`src/rtl/axi_delay_pkg.sv`:
```
/*
 * Shared definitions for the AXI delay injector
 *   Bus widths and the hold counter width
 *   Random stall bound and fixed hold time per channel
 *   Burst type and holding stage state enums
 *   Packed payload structs for the AW, W, B, AR and R channels
 */

package axi_delay_pkg;

  // Bus widths
  localparam int unsigned addr_width = 32;
  localparam int unsigned data_width = 32;
  localparam int unsigned id_width   = 4;
  localparam int unsigned len_width  = 8;
  // One strobe bit per data byte
  localparam int unsigned strb_width = data_width / 8;
  localparam int unsigned resp_width = 2;

  // Width of the pseudo-random source behind the random stalls
  localparam int unsigned lfsr_width = 16;

  // Longest random hold, in cycles
  localparam int unsigned max_stall = 7;

  // Fixed hold per channel, in cycles
  // A zero here switches that channel to a random hold of 1 to max_stall
  localparam int unsigned aw_fixed_delay = 0;
  localparam int unsigned w_fixed_delay  = 2;
  localparam int unsigned ar_fixed_delay = 0;
  localparam int unsigned b_fixed_delay  = 3;
  localparam int unsigned r_fixed_delay  = 1;

  // The hold counter must fit max_stall and every fixed hold above
  localparam int unsigned cnt_width = $clog2(max_stall + 1);

  typedef enum logic [1:0] {
    fixed = 2'b00,
    incr  = 2'b01,
    wrap  = 2'b10
  } axi_burst_e;

  // A holding stage is either free, counting down, or offering its beat
  typedef enum logic [1:0] {
    empty   = 2'b00,
    hold    = 2'b01,
    present = 2'b10
  } delay_state_e;

  // Write address beat
  typedef struct packed {
    logic [id_width-1:0]   id;
    logic [addr_width-1:0] addr;
    logic [len_width-1:0]  len;
    axi_burst_e            burst;
  } axi_aw_t;

  // Write data beat
  typedef struct packed {
    logic [data_width-1:0] data;
    logic [strb_width-1:0] strb;
    logic                  last;
  } axi_w_t;

  // Write response beat
  typedef struct packed {
    logic [id_width-1:0]   id;
    logic [resp_width-1:0] resp;
  } axi_b_t;

  // Read address beats carry the same fields as write address beats
  typedef axi_aw_t axi_ar_t;

  // Read data beat
  typedef struct packed {
    logic [id_width-1:0]   id;
    logic [data_width-1:0] data;
    logic [resp_width-1:0] resp;
    logic                  last;
  } axi_r_t;

endpackage

```
`src/rtl/stall_lfsr.sv`:
```
/*
 * Galois LFSR feeding the random hold counts of a delay stage
 *   Resets to its seed and advances only when stepped
 */

`timescale 1ns/100ps

module stall_lfsr #(
  // Must be nonzero, otherwise the register locks up at zero
  parameter logic [axi_delay_pkg::lfsr_width-1:0] seed = 16'hace1
) (
  input  logic                                  clk,
  input  logic                                  arst_n,
  input  logic                                  step,
  output logic [axi_delay_pkg::lfsr_width-1:0] value
);

  logic [axi_delay_pkg::lfsr_width-1:0] state_q;
  logic [axi_delay_pkg::lfsr_width-1:0] state_next;

  // Shift right and fold the outgoing bit back into the tap positions
  // Taps for x^16 + x^14 + x^13 + x^11 + 1, a maximal length polynomial
  always_comb begin
    state_next = state_q >> 1;
    if (state_q[0]) begin
      state_next = state_next ^ 16'hb400;
    end
  end

  always_ff @(posedge clk or negedge arst_n) begin
    if (!arst_n) begin
      state_q <= seed;
    end else if (step) begin
      state_q <= state_next;
    end
  end

  assign value = state_q;

endmodule

```
`src/rtl/stream_delay.sv`:
```
/*
 * Single-beat holding stage for one valid/ready channel
 *   Captures a beat, holds it for a fixed or pseudo-random number of cycles,
 *   then offers it downstream until it is taken
 *   Random mode is selected by a fixed delay of zero and adds an LFSR
 */

`timescale 1ns/100ps

module stream_delay #(
  parameter type                                 beat_t      = logic,
  parameter int unsigned                         fixed_delay = 0,
  parameter logic [axi_delay_pkg::lfsr_width-1:0] lfsr_seed  = 16'h0001
) (
  input  logic  clk,
  input  logic  arst_n,
  // Upstream side
  input  logic  in_valid,
  output logic  in_ready,
  input  beat_t in_beat,
  // Downstream side
  output logic  out_valid,
  input  logic  out_ready,
  output beat_t out_beat
);

  axi_delay_pkg::delay_state_e state;
  logic [axi_delay_pkg::cnt_width-1:0] hold_cnt;
  logic [axi_delay_pkg::cnt_width-1:0] hold_load;
  logic capture;
  beat_t beat_q;

  // A beat is taken only while the stage is free
  assign in_ready = (state == axi_delay_pkg::empty);
  assign capture  = in_valid && in_ready;

  // Hold length loaded on capture
  if (fixed_delay == 0) begin : g_random
    logic [axi_delay_pkg::lfsr_width-1:0] lfsr_value;
    logic [axi_delay_pkg::lfsr_width-1:0] stall_mod;

    // Stepped on every capture so back-to-back beats see different holds
    stall_lfsr #(
      .seed (lfsr_seed)
    ) stall_lfsr_i (
      .clk    (clk),
      .arst_n (arst_n),
      .step   (capture),
      .value  (lfsr_value)
    );

    // Range 0 to max_stall-1, shifted up by one so a hold is never empty
    assign stall_mod = lfsr_value % 16'(axi_delay_pkg::max_stall);
    assign hold_load = stall_mod[axi_delay_pkg::cnt_width-1:0] + 1'b1;
  end else begin : g_fixed
    assign hold_load = fixed_delay[axi_delay_pkg::cnt_width-1:0];
  end

  // Stage FSM
  // The capture edge loads the counter, each hold cycle takes one off,
  // and the edge after it reaches zero makes the beat visible,
  // so out_valid follows the capture by hold_load plus 1 cycles
  always_ff @(posedge clk or negedge arst_n) begin
    if (!arst_n) begin
      state    <= axi_delay_pkg::empty;
      hold_cnt <= '0;
    end else begin
      unique case (state)
        axi_delay_pkg::empty: begin
          if (in_valid) begin
            state    <= axi_delay_pkg::hold;
            hold_cnt <= hold_load;
          end
        end
        axi_delay_pkg::hold: begin
          if (hold_cnt == '0) begin
            state <= axi_delay_pkg::present;
          end else begin
            hold_cnt <= hold_cnt - 1'b1;
          end
        end
        axi_delay_pkg::present: begin
          // Stay here under back-pressure, the beat is never dropped
          if (out_ready) begin
            state <= axi_delay_pkg::empty;
          end
        end
        default: begin
          state <= axi_delay_pkg::empty;
        end
      endcase
    end
  end

  // Payload is loaded only on capture and stays frozen until the next one
  always_ff @(posedge clk) begin
    if (capture) begin
      beat_q <= in_beat;
    end
  end

  assign out_valid = (state == axi_delay_pkg::present);
  assign out_beat  = beat_q;

endmodule

```
`src/rtl/axi_delayer.sv`:
```
/*
 * AXI delay and stall injector between a manager and a subordinate
 *   One holding stage per channel, all five running independently
 *   AW and AR use random holds, W, B and R use fixed holds
 */

`timescale 1ns/100ps

module axi_delayer (
  input  logic                   clk,
  input  logic                   arst_n,
  // Manager side, requests in
  input  logic                   aw_valid,
  output logic                   aw_ready,
  input  axi_delay_pkg::axi_aw_t aw,
  input  logic                   w_valid,
  output logic                   w_ready,
  input  axi_delay_pkg::axi_w_t  w,
  input  logic                   ar_valid,
  output logic                   ar_ready,
  input  axi_delay_pkg::axi_ar_t ar,
  // Manager side, responses out
  output logic                   b_valid,
  input  logic                   b_ready,
  output axi_delay_pkg::axi_b_t  b,
  output logic                   r_valid,
  input  logic                   r_ready,
  output axi_delay_pkg::axi_r_t  r,
  // Subordinate side, requests out
  output logic                   sub_aw_valid,
  input  logic                   sub_aw_ready,
  output axi_delay_pkg::axi_aw_t sub_aw,
  output logic                   sub_w_valid,
  input  logic                   sub_w_ready,
  output axi_delay_pkg::axi_w_t  sub_w,
  output logic                   sub_ar_valid,
  input  logic                   sub_ar_ready,
  output axi_delay_pkg::axi_ar_t sub_ar,
  // Subordinate side, responses in
  input  logic                   sub_b_valid,
  output logic                   sub_b_ready,
  input  axi_delay_pkg::axi_b_t  sub_b,
  input  logic                   sub_r_valid,
  output logic                   sub_r_ready,
  input  axi_delay_pkg::axi_r_t  sub_r
);

  // Write address toward the subordinate, random hold
  stream_delay #(
    .beat_t      (axi_delay_pkg::axi_aw_t),
    .fixed_delay (axi_delay_pkg::aw_fixed_delay),
    .lfsr_seed   (16'hace1)
  ) aw_delay (
    .clk       (clk),
    .arst_n    (arst_n),
    .in_valid  (aw_valid),
    .in_ready  (aw_ready),
    .in_beat   (aw),
    .out_valid (sub_aw_valid),
    .out_ready (sub_aw_ready),
    .out_beat  (sub_aw)
  );

  // Write data toward the subordinate
  stream_delay #(
    .beat_t      (axi_delay_pkg::axi_w_t),
    .fixed_delay (axi_delay_pkg::w_fixed_delay)
  ) w_delay (
    .clk       (clk),
    .arst_n    (arst_n),
    .in_valid  (w_valid),
    .in_ready  (w_ready),
    .in_beat   (w),
    .out_valid (sub_w_valid),
    .out_ready (sub_w_ready),
    .out_beat  (sub_w)
  );

  // Read address toward the subordinate, seeded apart from AW
  stream_delay #(
    .beat_t      (axi_delay_pkg::axi_ar_t),
    .fixed_delay (axi_delay_pkg::ar_fixed_delay),
    .lfsr_seed   (16'h5eed)
  ) ar_delay (
    .clk       (clk),
    .arst_n    (arst_n),
    .in_valid  (ar_valid),
    .in_ready  (ar_ready),
    .in_beat   (ar),
    .out_valid (sub_ar_valid),
    .out_ready (sub_ar_ready),
    .out_beat  (sub_ar)
  );

  // Write response back to the manager
  stream_delay #(
    .beat_t      (axi_delay_pkg::axi_b_t),
    .fixed_delay (axi_delay_pkg::b_fixed_delay)
  ) b_delay (
    .clk       (clk),
    .arst_n    (arst_n),
    .in_valid  (sub_b_valid),
    .in_ready  (sub_b_ready),
    .in_beat   (sub_b),
    .out_valid (b_valid),
    .out_ready (b_ready),
    .out_beat  (b)
  );

  // Read data back to the manager
  stream_delay #(
    .beat_t      (axi_delay_pkg::axi_r_t),
    .fixed_delay (axi_delay_pkg::r_fixed_delay)
  ) r_delay (
    .clk       (clk),
    .arst_n    (arst_n),
    .in_valid  (sub_r_valid),
    .in_ready  (sub_r_ready),
    .in_beat   (sub_r),
    .out_valid (r_valid),
    .out_ready (r_ready),
    .out_beat  (r)
  );

endmodule

```
`config.mk`:
```
export PLATFORM = sky130hd
export DESIGN_NAME = axi_delayer
export DESIGN_NICKNAME = d
export VERILOG_FILES = /design/src/rtl/axi_delay_pkg.sv /design/src/rtl/stall_lfsr.sv /design/src/rtl/stream_delay.sv /design/src/rtl/axi_delayer.sv
export SDC_FILE = /design/constraint.sdc
export NUM_CORES = 1
export LEC_CHECK = 0
export ABC_AREA = 1
export BUFFER_PORTS_ARGS = -buffer_cell sky130_fd_sc_hd__buf_2
export CORE_ASPECT_RATIO = 0.75
export CORE_MARGIN = 2
export CORE_UTILIZATION = 30
export CTS_BUF_LIST = sky130_fd_sc_hd__clkbuf_4 sky130_fd_sc_hd__clkbuf_8
export CTS_CLUSTER_SIZE = 28
export DETAILED_ROUTE_END_ITERATION = 8
export GPL_TIMING_DRIVEN = 0
export SYNTH_ARGS = -nofsm -noshare
export SYNTH_HDL_FRONTEND = slang
export SYNTH_SLANG_ARGS = --single-unit
```
`constraint.sdc`:
```
create_clock -name clk -period 6 [get_ports clk]
set_input_delay 0.6 -clock clk [delete_from_list [all_inputs] [get_ports clk]]
set_output_delay 0.6 -clock clk [all_outputs]
set_load 0.005 [all_outputs]
```
======== Word level (Yosys, flattened, before mapping) ========
Index checks and enable logic that the tools add are counted.
storage, ports and cells
  output and inout bits ................... 184
  word-level logic and storage cells ...... 137
  input bits .............................. 186
  register bits after elaboration ......... 231
cells by class
  $add $sub $neg .......................... 7
  muxes and demuxes ....................... 37
  reduce and logical (&&, ||, !) cells .... 30
  div/mod/pow operators ................... 2
  bitwise logic cells ..................... 2
  eq/ne operators ......................... 30
operators by type and width
  operator                                                                  number
  16-bit by 3-bit remainder unit with 16-bit output, second input constant  2
  16-bit 2-to-1 mux                                                         2
  2-bit 2-to-1 mux                                                          15
  3-bit 2-to-1 mux                                                          10
  2-bit case mux with 3 select lines                                        5
  3-bit case mux with 2 select lines                                        5
  3-bit AND reduction                                                       10
  2-bit by 1-bit inequality test with 1-bit output, second input constant   10
  2-bit inequality test, second input constant                              10
  3-bit zero test                                                           5
  3-bit by 1-bit subtractor with 3-bit output, second input constant        5
  2-bit by 1-bit == test with 1-bit output, second input constant           5
  2-bit == test, second input constant                                      5
  2-bit zero test                                                           5
  2-bit nonzero test                                                        5
  3-bit inverter with 4-bit output                                          2
  3-bit by 1-bit adder with 3-bit output, second input constant             2
  1-bit logical AND                                                         5

======== Depth between registers and ports, before layout ========
  depth in word-level cells ............... 4
  mapped depth ............................ 65
  depth with buffers taken out ............ 64

======== By module ========
A second synthesis with hierarchy kept.
unflattened totals
  cell total of the unflattened synthesis .. 961
  area total of the unflattened synthesis .. 10,472.5 um2
modules (own cells, without submodules)
  module                                        area an instance (um2)  cells an instance  times used
  stream_delay at aw_delay                      2,808.9                 298                1
  stream_delay at ar_delay                      2,778.9                 300                1
  stream_delay at r_delay                       1,466.4                 75                 1
  stream_delay at w_delay                       1,401.3                 73                 1
  stall_lfsr at ar_delay.g_random.stall_lfsr_i  773.2                   87                 1
  stall_lfsr at aw_delay.g_random.stall_lfsr_i  769.5                   87                 1
  stream_delay at b_delay                       474.2                   41                 1

======== Worst setup path after synthesis ========
OpenSTA, ideal clock, no wires.
  path type ............................... reg-to-reg
  from .................................... register ar_delay.g_random.stall_lfsr_i.state_q, in the netlist ar_delay.g_random.stall_lfsr_i.value[12]
  to ...................................... register ar_delay.hold_cnt[2] (netlist bit)
  clock period less this slack ............ 5.525 ns
  data required time ...................... 5.923 ns
  arrival time ............................ 5.448 ns
  cell stages (with the launch flop) ...... 57
  setup slack ............................. 0.475 ns
  setup time .............................. 0.077 ns
  path through ............................ dfstp_2 buf_4 nand3_1 nand2_2 nand3_2 nand2_2 inv_2 o21ai_2 nand2_2 nand2_4 nand3_1 nand2_2 inv_2 o21ai_2 nand2_2 nand2_4 nand2_4 nand3_2 [21 not listed] nand2_1 nand2_1 inv_1 ha_1 nand3_1 nand3_2 xor2_1 ha_1 nand3_2 nand3_4 mux2_1 ha_1 nand3b_1 nand2_1 inv_1 nand2_1 nand3_1 a21oi_1
on the way
  cells in the longest elaborated chain, start to end .. 4
RTL lines
  item                                               line                source
  start, declared                                    stall_lfsr.sv:18    logic [axi_delay_pkg::lfsr_width-1:0] state_q;
  start signal, assigned                             stall_lfsr.sv:34    state_q <= state_next;
  16-bit by 3-bit remainder unit with 16-bit output  stream_delay.sv:53  assign stall_mod = lfsr_value % 16'(axi_delay_pkg::max_stall);
  3-bit by 1-bit adder with 3-bit output             stream_delay.sv:54  assign hold_load = stall_mod[axi_delay_pkg::cnt_width-1:0] + 1'b1;
  3-bit 2-to-1 mux                                   stream_delay.sv:70  if (in_valid) begin
  3-bit case mux with 2 select lines                 stream_delay.sv:68  unique case (state)
  end signal, assigned                               stream_delay.sv:72  hold_cnt <= hold_load;
  end signal, assigned                               stream_delay.sv:79  hold_cnt <= hold_cnt - 1'b1;
  end, declared                                      stream_delay.sv:28  logic [axi_delay_pkg::cnt_width-1:0] hold_cnt;
Every way passes these cells. The select of a mux whose other input is x is not followed.
A chain may end at the register's enable or synchronous reset.

======== Worst setup path after layout ========
Same ends and word-level chain as after synthesis.

==> impl_results.md <==
* Total die area at 35,900 µm²
* Critical path endpoint category: flop
* Post-Synth Simple-Gate Area at 0.223
* Routability cong. at 0.843
* Net Count, Synth at 1,125
* # rows at 58
* First DRT Iteration DRCs at 390
* CTS tree: yes
* Sink Count at 231
* Setup WS pre-CTS at -0.135 ns
* Clock transition at the registers of the reported paths at 0.06 ns
* Fin. Hold Viols at 0
* Via count at 8,175
* Startpoint Class: flop
* Main combinational cell family by area after synthesis: simple AND/OR/NAND/NOR gates
* Crit path time final at 5.91 ns
* GR Util met2 at 0.260
* Max_slew headroom at 0.458
* Crit-path max FO at 7
* Net count, final at 1,572
* Die X at 218 µm
* DRC errors left at 0
* Crit-path max cell delay at 0.62 ns
* Synth Area in Compound Gates at 0.0484
* CTS Buf Count at 40
* Gr usage total at 0.152
* Most used DFF post-synth: edfxtp_1
* Syn Std Cell Area at 10,300 µm²
* H-tree depth at 2
* Pins Over Slew Limit at 0
* Fmax at 0.169 GHz
* Grt ovf at 0
* Pin count of the biggest net entering global routing at 58
* Yosys warning total at 0
* Layout Cells excl Fill at 1,856
* Post-synthesis sequential area ratio at 0.647
* M1 GR Usage at 0.179
* EDFF count, synth at 174
* Mux contribution to synthesized area at 0.00109
* Synth async-reset ratio at 0.247
* Placed Cells at 1,745
* Synth Instances at 923
* RSZ-0062 raised after global routing: yes
* Layout Utilization at 0.437
* Filler Cell Count at 3,194
* Worst path most repeated cell: nand2_2
* Post-synthesis adder-cell area fraction at 0.0194
* Period utilisation layout at 0.985
* WHS at 0.121 ns
* Hold_buf cts at 0
* Detail Placement HPWL at 21,900 µm
* Core area at 33,700 µm²
* Vias in the first global route at 7,505
* # setup viols final at 0
* WS Path Type: reg2reg
* Netlist cell types at 42
* # IOs at 370
* Worst Hold Class: in2async
* Status: completed
* Final WL at 29,400 µm
* Clock Skew at 0.0139 ns
* DR vias/cell at 4.40
* Met3 Resource Use GR at 0.0440
* Req. time, crit path at 6.47 ns
* Max clock buf depth at 3
* Pre-antenna DRT Iters at 4
* Busiest metal layer after global routing: met2
* Crit path DAT at 6.39 ns
* CTS root buffer: clkbuf_8
* WL/cell at 15.9 µm
* #FFs+latches synth at 231
* Area Overhead vs Synth at 42.7%
* Chip height at 165 µm
* Port bufs at 369
* Setup ws final at 0.0886 ns
* First-pass GRT wire length at 41,600 µm
* Avg Cell Area, Syn at 11.2 µm²
* Initial Util at 0.306
* Layout cell share with drive strength beyond 1 at 0.521
* Antenna viol nets, final at 0
* Skew-Pair Late Insertion Delay at 0.55 ns
* Crit path max-delay cell type: dfstp_2
* Max Cap Violations at 0
* Post-synthesis xor/xnor area fraction at 0.0109
* Antenna violations before repair at 7
* Slew @ Worst Pin at 0.811 ns
## what timing repair did
action	CTS	global route
setup endpoints to repair	4	6
cloned	0	0
buffers inserted	7	28
gates resized for setup	28	143
pin swaps	14	82
## critical path, delay by kind of cell (launching register included)
kind | cells | cell delay (ns)
adders and majority gates | 3 | 0.53
and+or+nand+nor | 40 | 3.44
muxes | 1 | 0.32
DFF | 1 | 0.62
xor gates and xnor gates | 1 | 0.18
AOI/OAI and AO/OA | 3 | 0.42
buffers and inverters | 4 | 0.32
## per-layer routing
layer,vias to the layer above,wire length (µm)
met3,60,2040
li1,4014,-
met2,248,14900
met1,3853,11700
met4,0,814
met5,-,0
## logic make-up (layout without fill, tap and decap cells)
kind of cell               count (synthesis)  in the layout
and+or+nand+nor                          443            443
DFF                                      231            231
buffers and inverters                    132            611
AOI/OAI and AO/OA                         88             88
adders and majority gates                 16             16
xor gates and xnor gates                  12             12
muxes                                      1              1
other                                      0              4
## layout make-up
| class | instances | area (µm²) | area share |
|---|---|---|---|
| diodes | 4 | 10.0 | 0.000679 |
| plain buffers | 10 | 53.8 | 0.00365 |
| clock buffers | 57 | 703 | 0.0477 |
| clock inverters | 17 | 204 | 0.0138 |
| inverters | 120 | 459 | 0.0312 |
| multi-input cells | 560 | 3870 | 0.263 |
| flip-flops and latches | 231 | 6680 | 0.453 |
| well taps | 450 | 563 | 0.0382 |
| repair buffers | 407 | 2200 | 0.149 |
## state kept, by name (all words and copies together), names as in the netlist, 3 cells and up
signal,count
ar_delay.g_random.stall_lfsr_i.value,16
aw_delay.hold_cnt,3
ar_delay.out_beat,46
aw_delay.out_beat,46
w_delay.out_beat,37
r_delay.out_beat,39
ar_delay.hold_cnt,3
w_delay.hold_cnt,3
aw_delay.g_random.stall_lfsr_i.value,16
b_delay.hold_cnt,3
r_delay.hold_cnt,3
b_delay.out_beat,6
## worst paths after layout
path	slack, ns	cells after the start	to	start
max in group asynchronous	5.30	1	aw_delay.g_random.stall_lfsr_i.value[12]	arst_n
max	0.09	52	ar_delay.hold_cnt[2]	ar_delay.g_random.stall_lfsr_i.value[12]
min in group clk	0.21	1	w_delay.out_beat[32]	w[32]
min	0.12	1	ar_delay.hold_cnt[1]	arst_n
min reg2reg	0.50	1	r_delay.hold_cnt[0]	r_delay.hold_cnt[0]
max reg2reg	0.09	52	ar_delay.hold_cnt[2]	ar_delay.g_random.stall_lfsr_i.value[12]
## per-stage QoR
| stage | instance area, µm² | setup TNS, ns |
|---|---|---|
| 2_1_floorplan | 10300 | 0 |
| 3_3_place_gp | 12700 | -0.127 |
| 3_5_place_dp | 12800 | -0.357 |
| 4_1_cts | 13900 | 0 |
| 5_1_grt | 14700 | -0.944 |
| 6_report | 14700 | 0 |
## synthesized netlist by cell type (3+ instances only)
cell	n	area, µm²
nand2_1	209	785
edfxtp_1	174	5230
inv_1	99	372
nand3_1	54	270
nor2_1	51	191
nand2_2	47	294
o21ai_0	41	205
dfrtp_1	38	951
nand3_2	34	340
dfstp_2	19	499
inv_2	19	71.3
a21oi_1	18	90.1
ha_1	16	200
nand4_1	15	93.8
o21ai_1	10	50.1
nand2_4	9	101
nor2_2	8	50.1
clkbuf_1	7	26.3
xor2_1	6	52.6
nand3b_1	5	37.5
xnor2_1	5	43.8
nor2_4	4	45.0
o21ai_2	4	35.0
a31oi_1	3	18.8
nand3_4	3	52.6
nand4_2	3	37.5
## cell usage in the layout, fill, tap and decap left out, types with 36 or more instances in the layout
master	count
nand3_1	38
nand2_1	160
o21ai_0	39
edfxtp_1	174
clkbuf_8	44
nand2_2	69
buf_2	369
nor2_1	45
dfrtp_1	37
inv_1	89
nand2_4	36
Power is left out: the tool's default activity adds up to more than one toggle a clock period on the data nets, which glitch-free logic cannot reach.
